### config.mk
export PLATFORM = sky130hd
export DESIGN_NAME = fpm_top
export DESIGN_NICKNAME = d
export VERILOG_FILES = /design/src/hw/fpm_pkg.sv /design/src/hw/fpm_classify.sv /design/src/hw/fpm_decode.sv /design/src/hw/fpm_exp_adder.sv /design/src/hw/fpm_top.sv
export SDC_FILE = /design/constraint.sdc
export NUM_CORES = 1
export LEC_CHECK = 0
export ABC_CLOCK_PERIOD_IN_PS = 3690
export BUFFER_PORTS_ARGS = -buffer_cell sky130_fd_sc_hd__buf_4
export CORE_UTILIZATION = 25
export DETAILED_ROUTE_END_ITERATION = 10
export MAX_ROUTING_LAYER = met4
export PLACE_DENSITY = 0.4
export SKIP_CTS_REPAIR_TIMING = 1
export SLEW_MARGIN = 20
export SYNTH_ARGS = -nofsm -noshare
export SYNTH_HDL_FRONTEND = slang
export SYNTH_SLANG_ARGS = --single-unit
### constraint.sdc
create_clock -name clk_sys -period 3.69 [get_ports clk_sys]
set_input_delay 0.1845 -clock clk_sys [delete_from_list [all_inputs] [get_ports clk_sys]]
set_output_delay 0.1845 -clock clk_sys [all_outputs]
set_load 0.03 [all_outputs]
### src/hw/fpm_pkg.sv
// *****************************
// exponents are 8-bit two's complement
// adder result is 10 bits wide and never wraps
// *****************************

package fpm_pkg;

	// exponent datapath
	localparam int exp_w = 8;
	localparam int sum_w = 10;
	localparam int shift_w = 6;

	// differences at or beyond this drop the smaller operand
	localparam int align_limit = 40;

	// representable result exponent range
	localparam int exp_max = (1 << (exp_w - 1)) - 1;
	localparam int exp_min = -(1 << (exp_w - 1));

	// decoded operation, one-hot plus float/fixed levels
	typedef struct packed {
		logic ad;
		logic sd;
		logic mw;
		logic dw;
		logic af;
		logic sf;
		logic mf;
		logic df;
		logic ff;
		logic ss;
	} fpm_op_t;

	// B-bus function
	typedef enum logic [1:0] {
		b_inv = 2'd0,
		b_pass = 2'd1,
		b_zero = 2'd2
	} fpm_bsel_e;

	// stage 1 output
	typedef struct packed {
		fpm_op_t op;
		fpm_bsel_e bsel;
		logic carry_in;
		logic signed [exp_w-1:0] exp_a;
		logic signed [exp_w-1:0] exp_b;
	} fpm_dec_t;

	// stage 2 output
	typedef struct packed {
		fpm_op_t op;
		logic signed [exp_w-1:0] exp_a;
		logic signed [exp_w-1:0] exp_b;
		logic signed [sum_w-1:0] sum;
		logic ge40;
	} fpm_sum_t;

	// pipeline result
	typedef struct packed {
		logic [exp_w-1:0] exp;
		logic [shift_w-1:0] shift;
		logic g;
		logic wdt;
		logic ovf;
		logic unf;
		logic fp;
	} fpm_result_t;

endpackage

### src/hw/fpm_classify.sv
// *****************************
// shift saturates at align_limit
// fixed-point ops give an all-zero result
// *****************************

module fpm_classify import fpm_pkg::*; (
	input logic clk_sys,
	input logic _0_f,
	input logic sum_stb,
	input fpm_sum_t sum,
	output logic res_stb,
	output fpm_result_t res
);

	logic signed [sum_w-1:0] sum_s;
	logic [sum_w-1:0] sum_abs;
	logic [exp_w-1:0] exp_n;
	logic [shift_w-1:0] shift_n;
	logic g_n;
	logic wdt_n;
	logic ovf_n;
	logic unf_n;
	logic [exp_w-1:0] exp_q;
	logic [shift_w-1:0] shift_q;
	logic fp_q;
	logic g_q;
	logic wdt_q;
	logic ovf_q;
	logic unf_q;

	assign sum_s = sum.sum;
	assign sum_abs = sum_s[sum_w-1] ? -sum_s : sum_s;

	always_comb begin
		exp_n = '0;
		shift_n = '0;
		g_n = 1'b0;
		wdt_n = 1'b0;
		ovf_n = 1'b0;
		unf_n = 1'b0;
		if (sum.op.af | sum.op.sf) begin
			// alignment: negative difference means A is the smaller one
			g_n = sum.ge40;
			wdt_n = sum_s[sum_w-1];
			exp_n = wdt_n ? sum.exp_b : sum.exp_a;
			shift_n = sum.ge40 ? shift_w'(align_limit) : sum_abs[shift_w-1:0];
		end else if (sum.op.mf | sum.op.df) begin
			// result exponent, range checked on the full sum
			exp_n = sum_s[exp_w-1:0];
			ovf_n = sum_s > exp_max;
			unf_n = sum_s < exp_min;
		end
	end

	// strobe and indicators
	always_ff @(posedge clk_sys or posedge _0_f) begin
		if (_0_f) begin
			res_stb <= 1'b0;
			g_q <= 1'b0;
			wdt_q <= 1'b0;
			ovf_q <= 1'b0;
			unf_q <= 1'b0;
		end else begin
			res_stb <= sum_stb;
			if (sum_stb) begin
				g_q <= g_n;
				wdt_q <= wdt_n;
				ovf_q <= ovf_n;
				unf_q <= unf_n;
			end
		end
	end

	always_ff @(posedge clk_sys) begin
		if (sum_stb) begin
			exp_q <= exp_n;
			shift_q <= shift_n;
			fp_q <= sum.op.ff;
		end
	end

	assign res = '{exp: exp_q, shift: shift_q, g: g_q, wdt: wdt_q,
		ovf: ovf_q, unf: unf_q, fp: fp_q};

	// overflow and underflow exclude each other on any reported result
	a_ovf_unf: assert property (@(posedge clk_sys) disable iff (_0_f)
		res_stb |-> !(res.ovf && res.unf));

endmodule

### src/hw/fpm_decode.sv
// *****************************
// op_ena is sampled only with op_stb
// a disabled strobe is dropped here
// *****************************

module fpm_decode import fpm_pkg::*; (
	input logic clk_sys,
	input logic _0_f,
	input logic op_stb,
	input logic [2:0] op_code,
	input logic op_ena,
	input logic signed [exp_w-1:0] exp_a,
	input logic signed [exp_w-1:0] exp_b,
	output logic dec_stb,
	output fpm_dec_t dec
);

	fpm_op_t op_n;
	fpm_bsel_e bsel_n;
	logic carry_n;

	// 3-to-8 decode, codes 4..7 are floating point
	always_comb begin
		op_n = '0;
		case (op_code)
			3'd0: op_n.ad = 1'b1;
			3'd1: op_n.sd = 1'b1;
			3'd2: op_n.mw = 1'b1;
			3'd3: op_n.dw = 1'b1;
			3'd4: op_n.af = 1'b1;
			3'd5: op_n.sf = 1'b1;
			3'd6: op_n.mf = 1'b1;
			default: op_n.df = 1'b1;
		endcase
		op_n.ff = op_code[2];
		op_n.ss = ~op_code[2];
	end

	// adder setup: difference for af/sf/df, sum for mf
	always_comb begin
		bsel_n = b_zero;
		carry_n = 1'b0;
		if (op_n.af | op_n.sf | op_n.df) begin
			bsel_n = b_inv;
			carry_n = 1'b1;
		end else if (op_n.mf) begin
			bsel_n = b_pass;
		end
	end

	always_ff @(posedge clk_sys or posedge _0_f) begin
		if (_0_f) begin
			dec_stb <= 1'b0;
		end else begin
			dec_stb <= op_stb & op_ena;
		end
	end

	always_ff @(posedge clk_sys) begin
		if (op_stb & op_ena) begin
			dec.op <= op_n;
			dec.bsel <= bsel_n;
			dec.carry_in <= carry_n;
			dec.exp_a <= exp_a;
			dec.exp_b <= exp_b;
		end
	end

	a_op_onehot: assert property (@(posedge clk_sys) disable iff (_0_f)
		dec_stb |-> $onehot({dec.op.ad, dec.op.sd, dec.op.mw, dec.op.dw,
			dec.op.af, dec.op.sf, dec.op.mf, dec.op.df}));

endmodule

### src/hw/fpm_exp_adder.sv
// *****************************
// both operands are sign extended to sum_w
// so the sum or difference never wraps
// *****************************

module fpm_exp_adder import fpm_pkg::*; (
	input logic clk_sys,
	input logic _0_f,
	input logic dec_stb,
	input fpm_dec_t dec,
	output logic sum_stb,
	output fpm_sum_t sum
);

	logic [exp_w-1:0] b_bus;
	logic signed [sum_w-1:0] a_ext;
	logic signed [sum_w-1:0] b_ext;
	logic signed [sum_w-1:0] carry_ext;
	logic signed [sum_w-1:0] sum_n;
	logic ge40_n;

	// B-bus function
	always_comb begin
		case (dec.bsel)
			b_inv: b_bus = ~dec.exp_b;
			b_pass: b_bus = dec.exp_b;
			b_zero: b_bus = '0;
			default: b_bus = '0;
		endcase
	end

	// extension bit and carry sign come from the operand sign
	assign a_ext = {{(sum_w - exp_w){dec.exp_a[exp_w-1]}}, dec.exp_a};
	assign b_ext = {{(sum_w - exp_w){b_bus[exp_w-1]}}, b_bus};
	assign carry_ext = {{(sum_w - 1){1'b0}}, dec.carry_in};

	// inverted B plus carry in gives a - b
	assign sum_n = a_ext + b_ext + carry_ext;

	// |sum| >= 40
	assign ge40_n = (sum_n >= align_limit) || (sum_n <= -align_limit);

	always_ff @(posedge clk_sys or posedge _0_f) begin
		if (_0_f) begin
			sum_stb <= 1'b0;
		end else begin
			sum_stb <= dec_stb;
		end
	end

	always_ff @(posedge clk_sys) begin
		if (dec_stb) begin
			sum.op <= dec.op;
			sum.exp_a <= dec.exp_a;
			sum.exp_b <= dec.exp_b;
			sum.sum <= sum_n;
			sum.ge40 <= ge40_n;
		end
	end

	// incoming setup is a defined B-bus function, carry only with inverted B
	a_carry_inv: assert property (@(posedge clk_sys) disable iff (_0_f)
		dec_stb |-> (dec.bsel inside {b_inv, b_pass, b_zero}) &&
			(dec.carry_in == (dec.bsel == b_inv)));

endmodule

### src/hw/fpm_top.sv
// *****************************
// result 3 cycles after an enabled op_stb
// no back-pressure, one op per cycle max
// *****************************

module fpm_top import fpm_pkg::*; (
	input logic clk_sys,
	input logic _0_f,
	input logic op_stb,
	input logic [2:0] op_code,
	input logic op_ena,
	input logic signed [exp_w-1:0] exp_a,
	input logic signed [exp_w-1:0] exp_b,
	output logic res_stb,
	output fpm_result_t res
);

	logic dec_stb;
	fpm_dec_t dec;
	logic sum_stb;
	fpm_sum_t sum;

	// stage 1: instruction decode
	fpm_decode fpm_decode_inst (
		.clk_sys(clk_sys),
		._0_f(_0_f),
		.op_stb(op_stb),
		.op_code(op_code),
		.op_ena(op_ena),
		.exp_a(exp_a),
		.exp_b(exp_b),
		.dec_stb(dec_stb),
		.dec(dec)
	);

	// stage 2: exponent adder
	fpm_exp_adder fpm_exp_adder_inst (
		.clk_sys(clk_sys),
		._0_f(_0_f),
		.dec_stb(dec_stb),
		.dec(dec),
		.sum_stb(sum_stb),
		.sum(sum)
	);

	// stage 3: indicators and result exponent
	fpm_classify fpm_classify_inst (
		.clk_sys(clk_sys),
		._0_f(_0_f),
		.sum_stb(sum_stb),
		.sum(sum),
		.res_stb(res_stb),
		.res(res)
	);

endmodule

==> flow_metrics.tcl, run 1 <==
set metrics [dict create \
    outcome "finished with violations" \
    violations "design-rule violations" \
    final_common_cell "edfxtp_1" \
    insertion_delay_ps 340 \
    h-tree-depth 3 \
    required_ps 3770 \
    portBuffers 42 \
    irDropWorstVdd_uv 179 \
    ys_warn_count 0 \
    n_antenna_cell 0 \
    relSlewSlack_pct 44.2 \
    grtUsageTotal_pct 9.68 \
    placed_cell_area_sq_um 3890 \
    grt_setup_unrepaired "no" \
    layout-drive-gt1-share_pct 22.9 \
    drc 1 \
    cts-root-buf "clkbuf_16" \
    fin_crit_sh_pct 75.2 \
    grt_start_max_net_pins 26 \
    num_io_pins 43 \
    final_area_sq_um 4210 \
    synth_area_per_cell_sq_um 14.0 \
    worst_pin_slew_ps 837 \
    syn_to_final_growth_pct 24.3 \
    postRouteAntennaNets 0 \
    grt_pass1_vias 1912 \
    syn-cell-area_sq_um 3390 \
    wire_per_inst_um 12.6 \
    place.gp.congestion 0.716 \
    crit_fanout 8 \
    period_minus_slack_ps 2780 \
    dpl.hpwl_um 4290 \
    synth-main-ff-cell "edfxtp_1" \
    crit_arrival_ps 2850 \
    wirelength_um 5920 \
    die_w_um 118 \
    p_leak_nw 1.64 \
    yosys.cell_types.count 43 \
    fin_skew_ps 5.60 \
    cts_num_sinks 78 \
    hold_viol 0 \
    synth-edff-count 71 \
    synth_cells 242 \
    clk_pin_slew_ps 60 \
    cts_tree "done" \
    cp-start-kind "register" \
    setup_viol_count_final 0 \
    dr.pass1.iters 7 \
    vias 1853 \
    overflow 0 \
    ys_ff_latch 78 \
    fmax_mhz 360 \
    finalNonFillerCells 469 \
    first_iter_violations 99 \
    power_density_nw_per_um2 555 \
    dp_cells 452 \
    dieArea_sq_um 14000 \
    path_class "reg2reg" \
    tns_ps 0 \
    slew_viol_final 0 \
    die_h_um 118 \
    vias_per_cell 3.95 \
    ys_async_sr_fraction_pct 8.97 \
    antenna_found_initial 0 \
    grt_pass1_wl_um 9800 \
    num_rows 42 \
    nets 321 \
    ctsLongestPathBuffers 2 \
    synth_fp_nets 275 \
    critPathCaptureType "register" \
    start_util_pct 25.6 \
    synth.yosys.seq_area_share_pct 68.1 \
    core_area_sq_um 13200 \
    layout_common_cells "71 x edfxtp_1, 45 x buf_4, 21 x nor2_1, 18 x nand2_1, 14 x inv_1" \
    numCtsBuffers 9 \
    max_cap_viol_count 0 \
    hp-class "in2reg" \
]
## path summary, 6_finish.rpt
kind / from / to / slack [ps] / cells after the start
setup / recovery: fpm_decode_inst.dec[17] / fpm_exp_adder_inst.sum[0] / 910 / 10
setup reg to reg: fpm_decode_inst.dec[17] / fpm_exp_adder_inst.sum[0] / 910 / 10
hold / removal: exp_b[3] / fpm_decode_inst.dec[3] / 20 / 1
max in group asynchronous: _0_f / fpm_decode_inst.dec_stb / 3110 / 3
hold reg to reg: fpm_decode_inst.dec[24] / fpm_exp_adder_inst.sum[32] / 420 / 0
min in group asynchronous: _0_f / fpm_classify_inst.ovf_q / 350 / 3
## cells by family (layout without fill, tap and decap cells)
family	Yosys count	count (layout)	share of synthesized area [%]
adder cells (fa/ha/maj)	10	10	4.13
multiplexers	9	9	2.66
flip-flops	78	78	68.1
AO/OA/AOI/OAI	37	37	7.90
XOR/XNOR	16	16	4.13
AND/OR/NAND/NOR	67	67	9.75
buffers and inverters	25	76	3.36
## Yosys cell counts, drive strengths merged (7+ instances only)
library cell | instances | area, sq um
edfxtp | 71 | 2130
nor2 | 21 | 78.8
nand2 | 18 | 67.6
inv | 14 | 52.6
o21ai | 12 | 60.1
xor2 | 10 | 87.6
mux2i | 9 | 90.1
ha | 8 | 100
buf | 7 | 46.3
dfrtp | 7 | 175
## metal layers
layer	GRT usage, %	vias up	wire, um	share of wire (%)
li1	-	968	-	-
met4	5.46	0	142	2.4
met5	-	-	0	0
met1	12.2	828	3000	51
met2	13.6	46	2500	42
met3	3.04	11	276	4.7
## worst max-delay path, cell delays in order (launching register included)
cell and delay (ps):
edfxtp_1 570, xnor2_1 210, nand2b_1 100, fa_1 200
inv_1 60, fa_1 390, a21o_1 230, a221oi_4 290
a21oi_1 110, a211oi_1 220, a32oi_1 130
## through the flow
stage	util [%]	hold slack, ps	setup WS, ps	power (mW)
2_1_floorplan	-	-12.1	1030	1.34
3_3_place_gp	29.3	158	935	1.43
3_5_place_dp	29.4	163	896	1.43
4_1_cts	31.7	-205	883	2.38
5_1_grt	31.8	4.50	706	2.45
6_report	31.8	20.5	913	2.34
## where the power goes
group	total [mW]	leakage (nW)	internal, mW	switching, mW
Sequential	1.11	0.767	1.05	0.0514
Combinational	0.304	0.726	0.140	0.164
Clock	0.930	0.151	0.591	0.339
Total	2.34	1.64	1.78	0.555
## state kept, by name (all words and copies together), names as in the netlist, 6 cells and up
| register | flops |
|---|---|
| fpm_exp_adder_inst.sum | 32 |
| fpm_decode_inst.dec | 24 |
| fpm_classify_inst.exp_q | 8 |
| fpm_classify_inst.shift_q | 6 |
## cell type report
type                    count  area, sq um
fillers                  1367         9030
well taps                 176          220
clock buffers              10          229
flip-flops and latches     78         2310
inverters                  14         52.6
multi-input cells         139          970
repair buffers             46          348
clock inverters             6         85.1
Power figures use the tool's default switching activity.
==> run 2: changes to the inputs <==
--- a/config.mk
+++ b/config.mk
@@ -5,7 +5,7 @@
 export SDC_FILE = /design/constraint.sdc
 export NUM_CORES = 1
 export LEC_CHECK = 0
-export ABC_CLOCK_PERIOD_IN_PS = 3690
+export ABC_CLOCK_PERIOD_IN_PS = 2900
 export BUFFER_PORTS_ARGS = -buffer_cell sky130_fd_sc_hd__buf_4
 export CORE_UTILIZATION = 25
 export DETAILED_ROUTE_END_ITERATION = 10
==> constraint.sdc (replaced) <==
create_clock -name clk_sys -period 2.9 [get_ports clk_sys]
set_input_delay 0.145 -clock clk_sys [delete_from_list [all_inputs] [get_ports clk_sys]]
set_output_delay 0.145 -clock clk_sys [all_outputs]
set_load 0.03 [all_outputs]
==> run 2 against run 1 <==
The flow now finishes without violations. Die area did not move. First-iteration DRC count rose by 67%. Worst hold slack improved by 5.9 ps. Critical path depth did not move. Combinational power rose by 36%. Setup slack got worse by 550 ps.
==> flow_metrics.tcl, run 2 (synthesis gave the netlist of run 1 again) <==
set metrics [dict create \
    outcome "finished, final reports clean" \
    cp-start-kind "register" \
    min_from "op_code[2]" \
    insertion_delay_ps 330 \
    final_common_cell "edfxtp_1" \
    first_iter_violations 165 \
    grt_pass1_vias 1965 \
    overflow 0 \
    clk_pin_slew_ps 60 \
    nets 339 \
    cts_tree "done" \
    layout-drive-gt1-share_pct 21.5 \
    reg.largest.list "fpm_exp_adder_inst.sum (32), fpm_decode_inst.dec (24), fpm_classify_inst.exp_q (8)" \
    fin_crit_sh_pct 87.5 \
    vias_per_cell 4.01 \
    r2r_slack_ps 360 \
    die_w_um 118 \
    required_ps 2970 \
    r2r_start "fpm_decode_inst.dec[0]" \
    antenna_found_initial 0 \
    worst_pin_slew_ps 825 \
    place.gp.congestion 0.717 \
    vias 1955 \
    hold_viol 0 \
    layout_common_cells "71 x edfxtp_1, 47 x buf_4, 21 x nor2_1, 18 x nand2_1, 17 x dlygate4sd3_1" \
    crit_fanout 4 \
    min_to "fpm_decode_inst.dec[20]" \
    drc 0 \
    start_util_pct 25.6 \
    p_total_mw 2.99 \
    grt_busiest_layer "met2" \
    use_met1_pct 12.5 \
    postRouteAntennaNets 0 \
    wirelength_um 6130 \
    hold_depth 1 \
    relSlewSlack_pct 45.0 \
    numCtsBuffers 9 \
    num_io_pins 43 \
    wire_per_inst_um 12.6 \
    grt_start_max_net_pins 33 \
    reg2reg_depth 10 \
    dr.pass1.iters 4 \
    largest_register "fpm_exp_adder_inst.sum" \
    syn_to_final_growth_pct 29.3 \
    dpl.hpwl_um 4310 \
    dieArea_sq_um 14000 \
    grt_pass1_wl_um 10100 \
    n_fill_cell 1348 \
    ctsLongestPathBuffers 2 \
    cts-root-buf "clkbuf_16" \
    tns_ps 0 \
    crit_arrival_ps 2610 \
    slew_viol_final 0 \
    met3_usage_pct 2.61 \
    power_density_nw_per_um2 682 \
    n_antenna_cell 0 \
    r2r_end "fpm_exp_adder_inst.sum[0]" \
    num_rows 42 \
    fmax_mhz 394 \
    setup_viol_count_final 0 \
    p_leak_nw 1.72 \
    core_area_sq_um 13200 \
    h-tree-depth 3 \
    grtUsageTotal_pct 9.97 \
    preCtsSetupSlack_ps 353 \
    portBuffers 42 \
    grt_setup_unrepaired "no" \
    fin_ws_ps 361 \
    fin_skew_ps 7.05 \
    cts_num_sinks 78 \
    period_minus_slack_ps 2540 \
    largest_reg_flops 32 \
    critPathCaptureType "register" \
    irDropWorstVdd_uv 212 \
    met2_usage_pct 14.6 \
    hp-class "in2reg" \
    path_class "reg2reg" \
    die_h_um 118 \
    max_cap_viol_count 0 \
]
==> run 2: power by group <==
part	internal, mW	switching, mW	total [mW]
Clock	0.754	0.421	1.17
Sequential	1.34	0.0567	1.40
Combinational	0.194	0.220	0.414
==> run 2: per-stage QoR <==
| step | cell area (sq um) | hold WS [ps] | utilization [%] | std cells |
|---|---|---|---|---|
| after floorplan | 3390 | -51.6 | - | 242 |
| after global placement | 3900 | 120 | 29.5 | 454 |
| after detailed placement | 3900 | 123 | 29.5 | 454 |
| after CTS | 4210 | -246 | 31.8 | 470 |
| after global routing | 4380 | 11.8 | 33.1 | 487 |
| final | 4380 | 26.4 | 33.1 | 487 |
==> run 2: worst max path at each step <==
stage / end / slack (ps) / startpoint
after CTS: fpm_exp_adder_inst.sum[0] / 340 / fpm_decode_inst.dec[0]
after global routing: fpm_exp_adder_inst.sum[0] / 120 / fpm_decode_inst.dec[0]
after detailed placement: fpm_exp_adder_inst.sum[0] / 350 / fpm_decode_inst.dec[0]
final: fpm_exp_adder_inst.sum[0] / 360 / fpm_decode_inst.dec[0]
after global placement: fpm_exp_adder_inst.sum[0] / 410 / fpm_decode_inst.dec[17]
after floorplan: fpm_exp_adder_inst.sum[0] / 240 / fpm_decode_inst.dec[17]
==> run 2: per-layer routing <==
metal / part of all wire, % / vias to the layer above
met3: 4.5 / 11
met4: 2.3 / 0
met5: 0 / -
li1: - / 1003
met2: 44 / 42
met1: 49 / 899
==> run 2: area by class of cell <==
class | count | area (sq um) | area share, %
sequential | 78 | 2310 | 52.7
multi-input combinational | 139 | 968 | 22.1
timing repair buffer | 64 | 523 | 11.9
clock buffer | 12 | 236 | 5.40
tap | 176 | 220 | 5.03
clock inverter | 4 | 73.8 | 1.68
inverter | 14 | 52.6 | 1.20
==> run 2: critical path, cell delays in order, from the launching register on <==
cell and delay [ps]:
edfxtp_1 410, xnor2_1 140, nand2b_1 80, fa_1 210
inv_1 60, fa_1 390, a21o_1 240, a221oi_4 290
xnor2_1 170, and4_4 230, a32oi_1 60
==> run 3: changes to the inputs <==
--- a/config.mk
+++ b/config.mk
@@ -5,7 +5,7 @@
 export SDC_FILE = /design/constraint.sdc
 export NUM_CORES = 1
 export LEC_CHECK = 0
-export ABC_CLOCK_PERIOD_IN_PS = 2900
+export ABC_AREA = 1
 export BUFFER_PORTS_ARGS = -buffer_cell sky130_fd_sc_hd__buf_4
 export CORE_UTILIZATION = 25
 export DETAILED_ROUTE_END_ITERATION = 10
==> run 3 against run 2 <==
Worst hold slack worse by 10 ps. Fmax up 0.94%. Core utilization down 0.21 points. Critical endpoint unchanged. Cell count up 13%. Synthesized area up 2.7%. Clock skew down 1.3 ps. Synthesized cell count up 27%. Via count up 14%. Cell area up 0.54%. Clock power down 16%. Flip-flop and latch count unchanged. Non-clock buffer count down 3. Largest cell class unchanged.
==> flow_metrics.tcl, run 3 <==
set metrics [dict create \
    synth_top_family_by_area "simple AND/OR/NAND/NOR gates" \
    die_w_um 120 \
    ys_ff_latch 78 \
    worst_pin_slew_ps 1020 \
    p_switching_uw 738 \
    yosys.cell_types.count 27 \
    max_cap_viol_count 0 \
    syn-cell-area_sq_um 3480 \
    cts-root-buf "clkbuf_16" \
    fin_skew_ps 5.71 \
    hold_viol 0 \
    layout_common_cells "71 x edfxtp_1, 47 x inv_1, 44 x buf_4, 43 x nand2_1, 30 x nor2_1" \
    wirelength_um 6630 \
    nets 404 \
    first_iter_violations 100 \
    final_common_cell "edfxtp_1" \
    grtUsageTotal_pct 10.3 \
    cts_num_sinks 78 \
    dpl.hpwl_um 4920 \
    synthSimpleGateAreaFrac_pct 16.4 \
    grt_setup_unrepaired "no" \
    dieArea_sq_um 14400 \
    power_frac_clock_pct 34.9 \
    clk_pin_slew_ps 60 \
    crit_fanout 8 \
    synth-edff-count 71 \
    place.gp.congestion 0.841 \
    antenna_found_initial 0 \
    num_io_pins 43 \
    reg2reg_depth 16 \
    outcome "finished, final reports clean" \
    num_rows 42 \
    relSlewSlack_pct 32.2 \
    post-synth-top-area-fraction_pct 61.3 \
    r2r_end "fpm_exp_adder_inst.sum[0]" \
    period_minus_slack_ps 2520 \
    fmax_mhz 398 \
    postRouteAntennaNets 0 \
    crit_path_end "fpm_exp_adder_inst.sum[0]" \
    crit_arrival_ps 2600 \
    cp-start-kind "register" \
    overflow 0 \
    synth_top_cell_by_area "edfxtp_1" \
    critPathCaptureType "register" \
    synth-main-ff-cell "edfxtp_1" \
    grt_pass1_vias 2143 \
    seq_power_share_pct 49.2 \
    fin_crit_sh_pct 86.7 \
    ctsLongestPathBuffers 2 \
    p_total_mw 2.82 \
    insertion_delay_ps 330 \
    tns_ps 0 \
    dr.pass1.iters 4 \
    synth_area_per_cell_sq_um 11.3 \
    wire_per_inst_um 12.0 \
    path_class "reg2reg" \
    layout-drive-gt1-share_pct 19.7 \
    ys_async_sr_fraction_pct 8.97 \
    n_fill_cell 1377 \
    synth-xor-area-share_pct 0.252 \
    vias 2237 \
    grt_start_max_net_pins 27 \
    h-tree-depth 3 \
    synth.area.top_cells "edfxtp_1 61%, inv_1 5.1%, dfrtp_1 5.0%" \
    synth_fa_ha_area_share_pct 4.03 \
    drc 0 \
    n_antenna_cell 0 \
    largest_reg_flops 32 \
    irDropWorstVdd_uv 283 \
    synth_most_common_cell "edfxtp_1" \
    ys_top_cells_by_count "71 x edfxtp_1, 47 x inv_1, 43 x nand2_1" \
    synth_mux_area_share_pct 0 \
    start_util_pct 26.0 \
    setup_viol_count_final 0 \
    required_ps 2990 \
    reg.largest.list "fpm_exp_adder_inst.sum (32), fpm_decode_inst.dec (24), fpm_classify_inst.exp_q (8)" \
    vias_per_cell 4.05 \
    synth.yosys.seq_area_share_pct 66.3 \
    p_leak_nw 1.84 \
    hp-class "in2reg" \
    intPower_mw 2.09 \
    slew_viol_final 0 \
    p_comb_share_pct 15.9 \
    power_density_nw_per_um2 641 \
    r2r_start "fpm_decode_inst.dec[18]" \
    synth_compound_area_share_pct 6.26 \
    syn_to_final_growth_pct 26.6 \
    portBuffers 42 \
    core_area_sq_um 13400 \
    r2r_slack_ps 380 \
    ys_warn_count 0 \
    largest_register "fpm_exp_adder_inst.sum" \
    die_h_um 120 \
    cts_tree "done" \
    synth_cells 307 \
    swShare_pct 26.1 \
    numCtsBuffers 9 \
    crit_start "fpm_decode_inst.dec[18]" \
    synth_fp_nets 340 \
    grt_pass1_wl_um 10800 \
]
## run 3: cell count changes in the layout (fill, tap and decap cells not counted), moves of 6 or more
| cell | previous run | this run |
|---|---|---|
| o22ai_1 | 2 | 9 |
| nand2_1 | 18 | 43 |
| a21oi_1 | 5 | 12 |
| nor2_1 | 21 | 30 |
| xor2_1 | 10 | 0 |
| mux2i_1 | 9 | 0 |
| nand2_2 | 0 | 9 |
| nor2b_1 | 6 | 0 |
| nand3_1 | 1 | 21 |
| inv_1 | 14 | 47 |
## run 3: critical path: stages, from the launching register on
cell,delay [ps]
edfxtp_1,400
inv_1,70
nand2_1,190
nand2_1,110
o21ai_0,100
fa_1,370
inv_1,110
fa_1,250
nand3_2,120
nand3_2,110
nand2_2,60
nand2_2,70
nand2_4,50
nor2_2,90
nand3_1,60
nand2_1,70
inv_1,30
## run 3: per-layer routing
| layer | vias to the layer above | wire length (um) | share of wire, % | global-route usage (%) |
|---|---|---|---|---|
| met5 | - | 0 | 0 | - |
| met4 | 0 | 117 | 1.8 | 4.69 |
| met3 | 8 | 237 | 3.6 | 2.71 |
| met2 | 33 | 2880 | 43 | 14.7 |
| met1 | 1018 | 3400 | 51 | 13.5 |
| li1 | 1178 | - | - | - |
## run 3: how the worst min path moves through the flow
stage,from,to,slack (ps),depth (start not counted)
floorplan,_0_f,fpm_classify_inst.g_q,-50,1
global placement,_0_f,fpm_classify_inst.res_stb,100,2
detailed placement,_0_f,fpm_classify_inst.res_stb,110,2
CTS,_0_f,fpm_classify_inst.g_q,-250,2
global route,op_code[2],fpm_decode_inst.dec[20],20,1
finish,op_code[2],fpm_decode_inst.dec[20],20,1
## run 3: power groups by stage
stage	clock, mW	sequential, mW	combinational (mW)
finish	0.984	1.39	0.450
global route	1.05	1.40	0.516
CTS	1.01	1.39	0.439
detailed placement	0	1.41	0.438
global placement	0	1.41	0.436
floorplan	0	1.41	0.308
## run 3: layout make-up
cell class | instances | area [sq um] | area share [%]
clock buffers | 13 | 240 | 5.45
clock inverters | 3 | 13.8 | 0.312
inverters | 50 | 188 | 4.26
multi-input cells | 171 | 936 | 21.2
flip-flops and latches | 78 | 2310 | 52.4
well taps | 176 | 220 | 5.00
repair buffers | 61 | 500 | 11.4
## run 3: cells by family after synthesis
logic type               count (synthesis)
buffers and inverters                   58
flip-flops                              78
XOR/XNOR                                 1
adder cells (fa/ha/maj)                 10
AO/OA/AOI/OAI                           40
AND/OR/NAND/NOR                        120
## run 3: stage by stage
| step | area, sq um | worst slack [ps] | hold WS, ps | cells | util [%] |
|---|---|---|---|---|---|
| after global placement | 3980 | 463 | 103 | 519 | 29.7 |
| final | 4410 | 385 | 16.1 | 552 | 32.9 |
| after CTS | 4240 | 380 | -248 | 535 | 31.6 |
| after global routing | 4410 | 132 | 16.7 | 552 | 32.9 |
| after floorplan | 3480 | 542 | -51.6 | 307 | - |
| after detailed placement | 3980 | 384 | 107 | 519 | 29.7 |
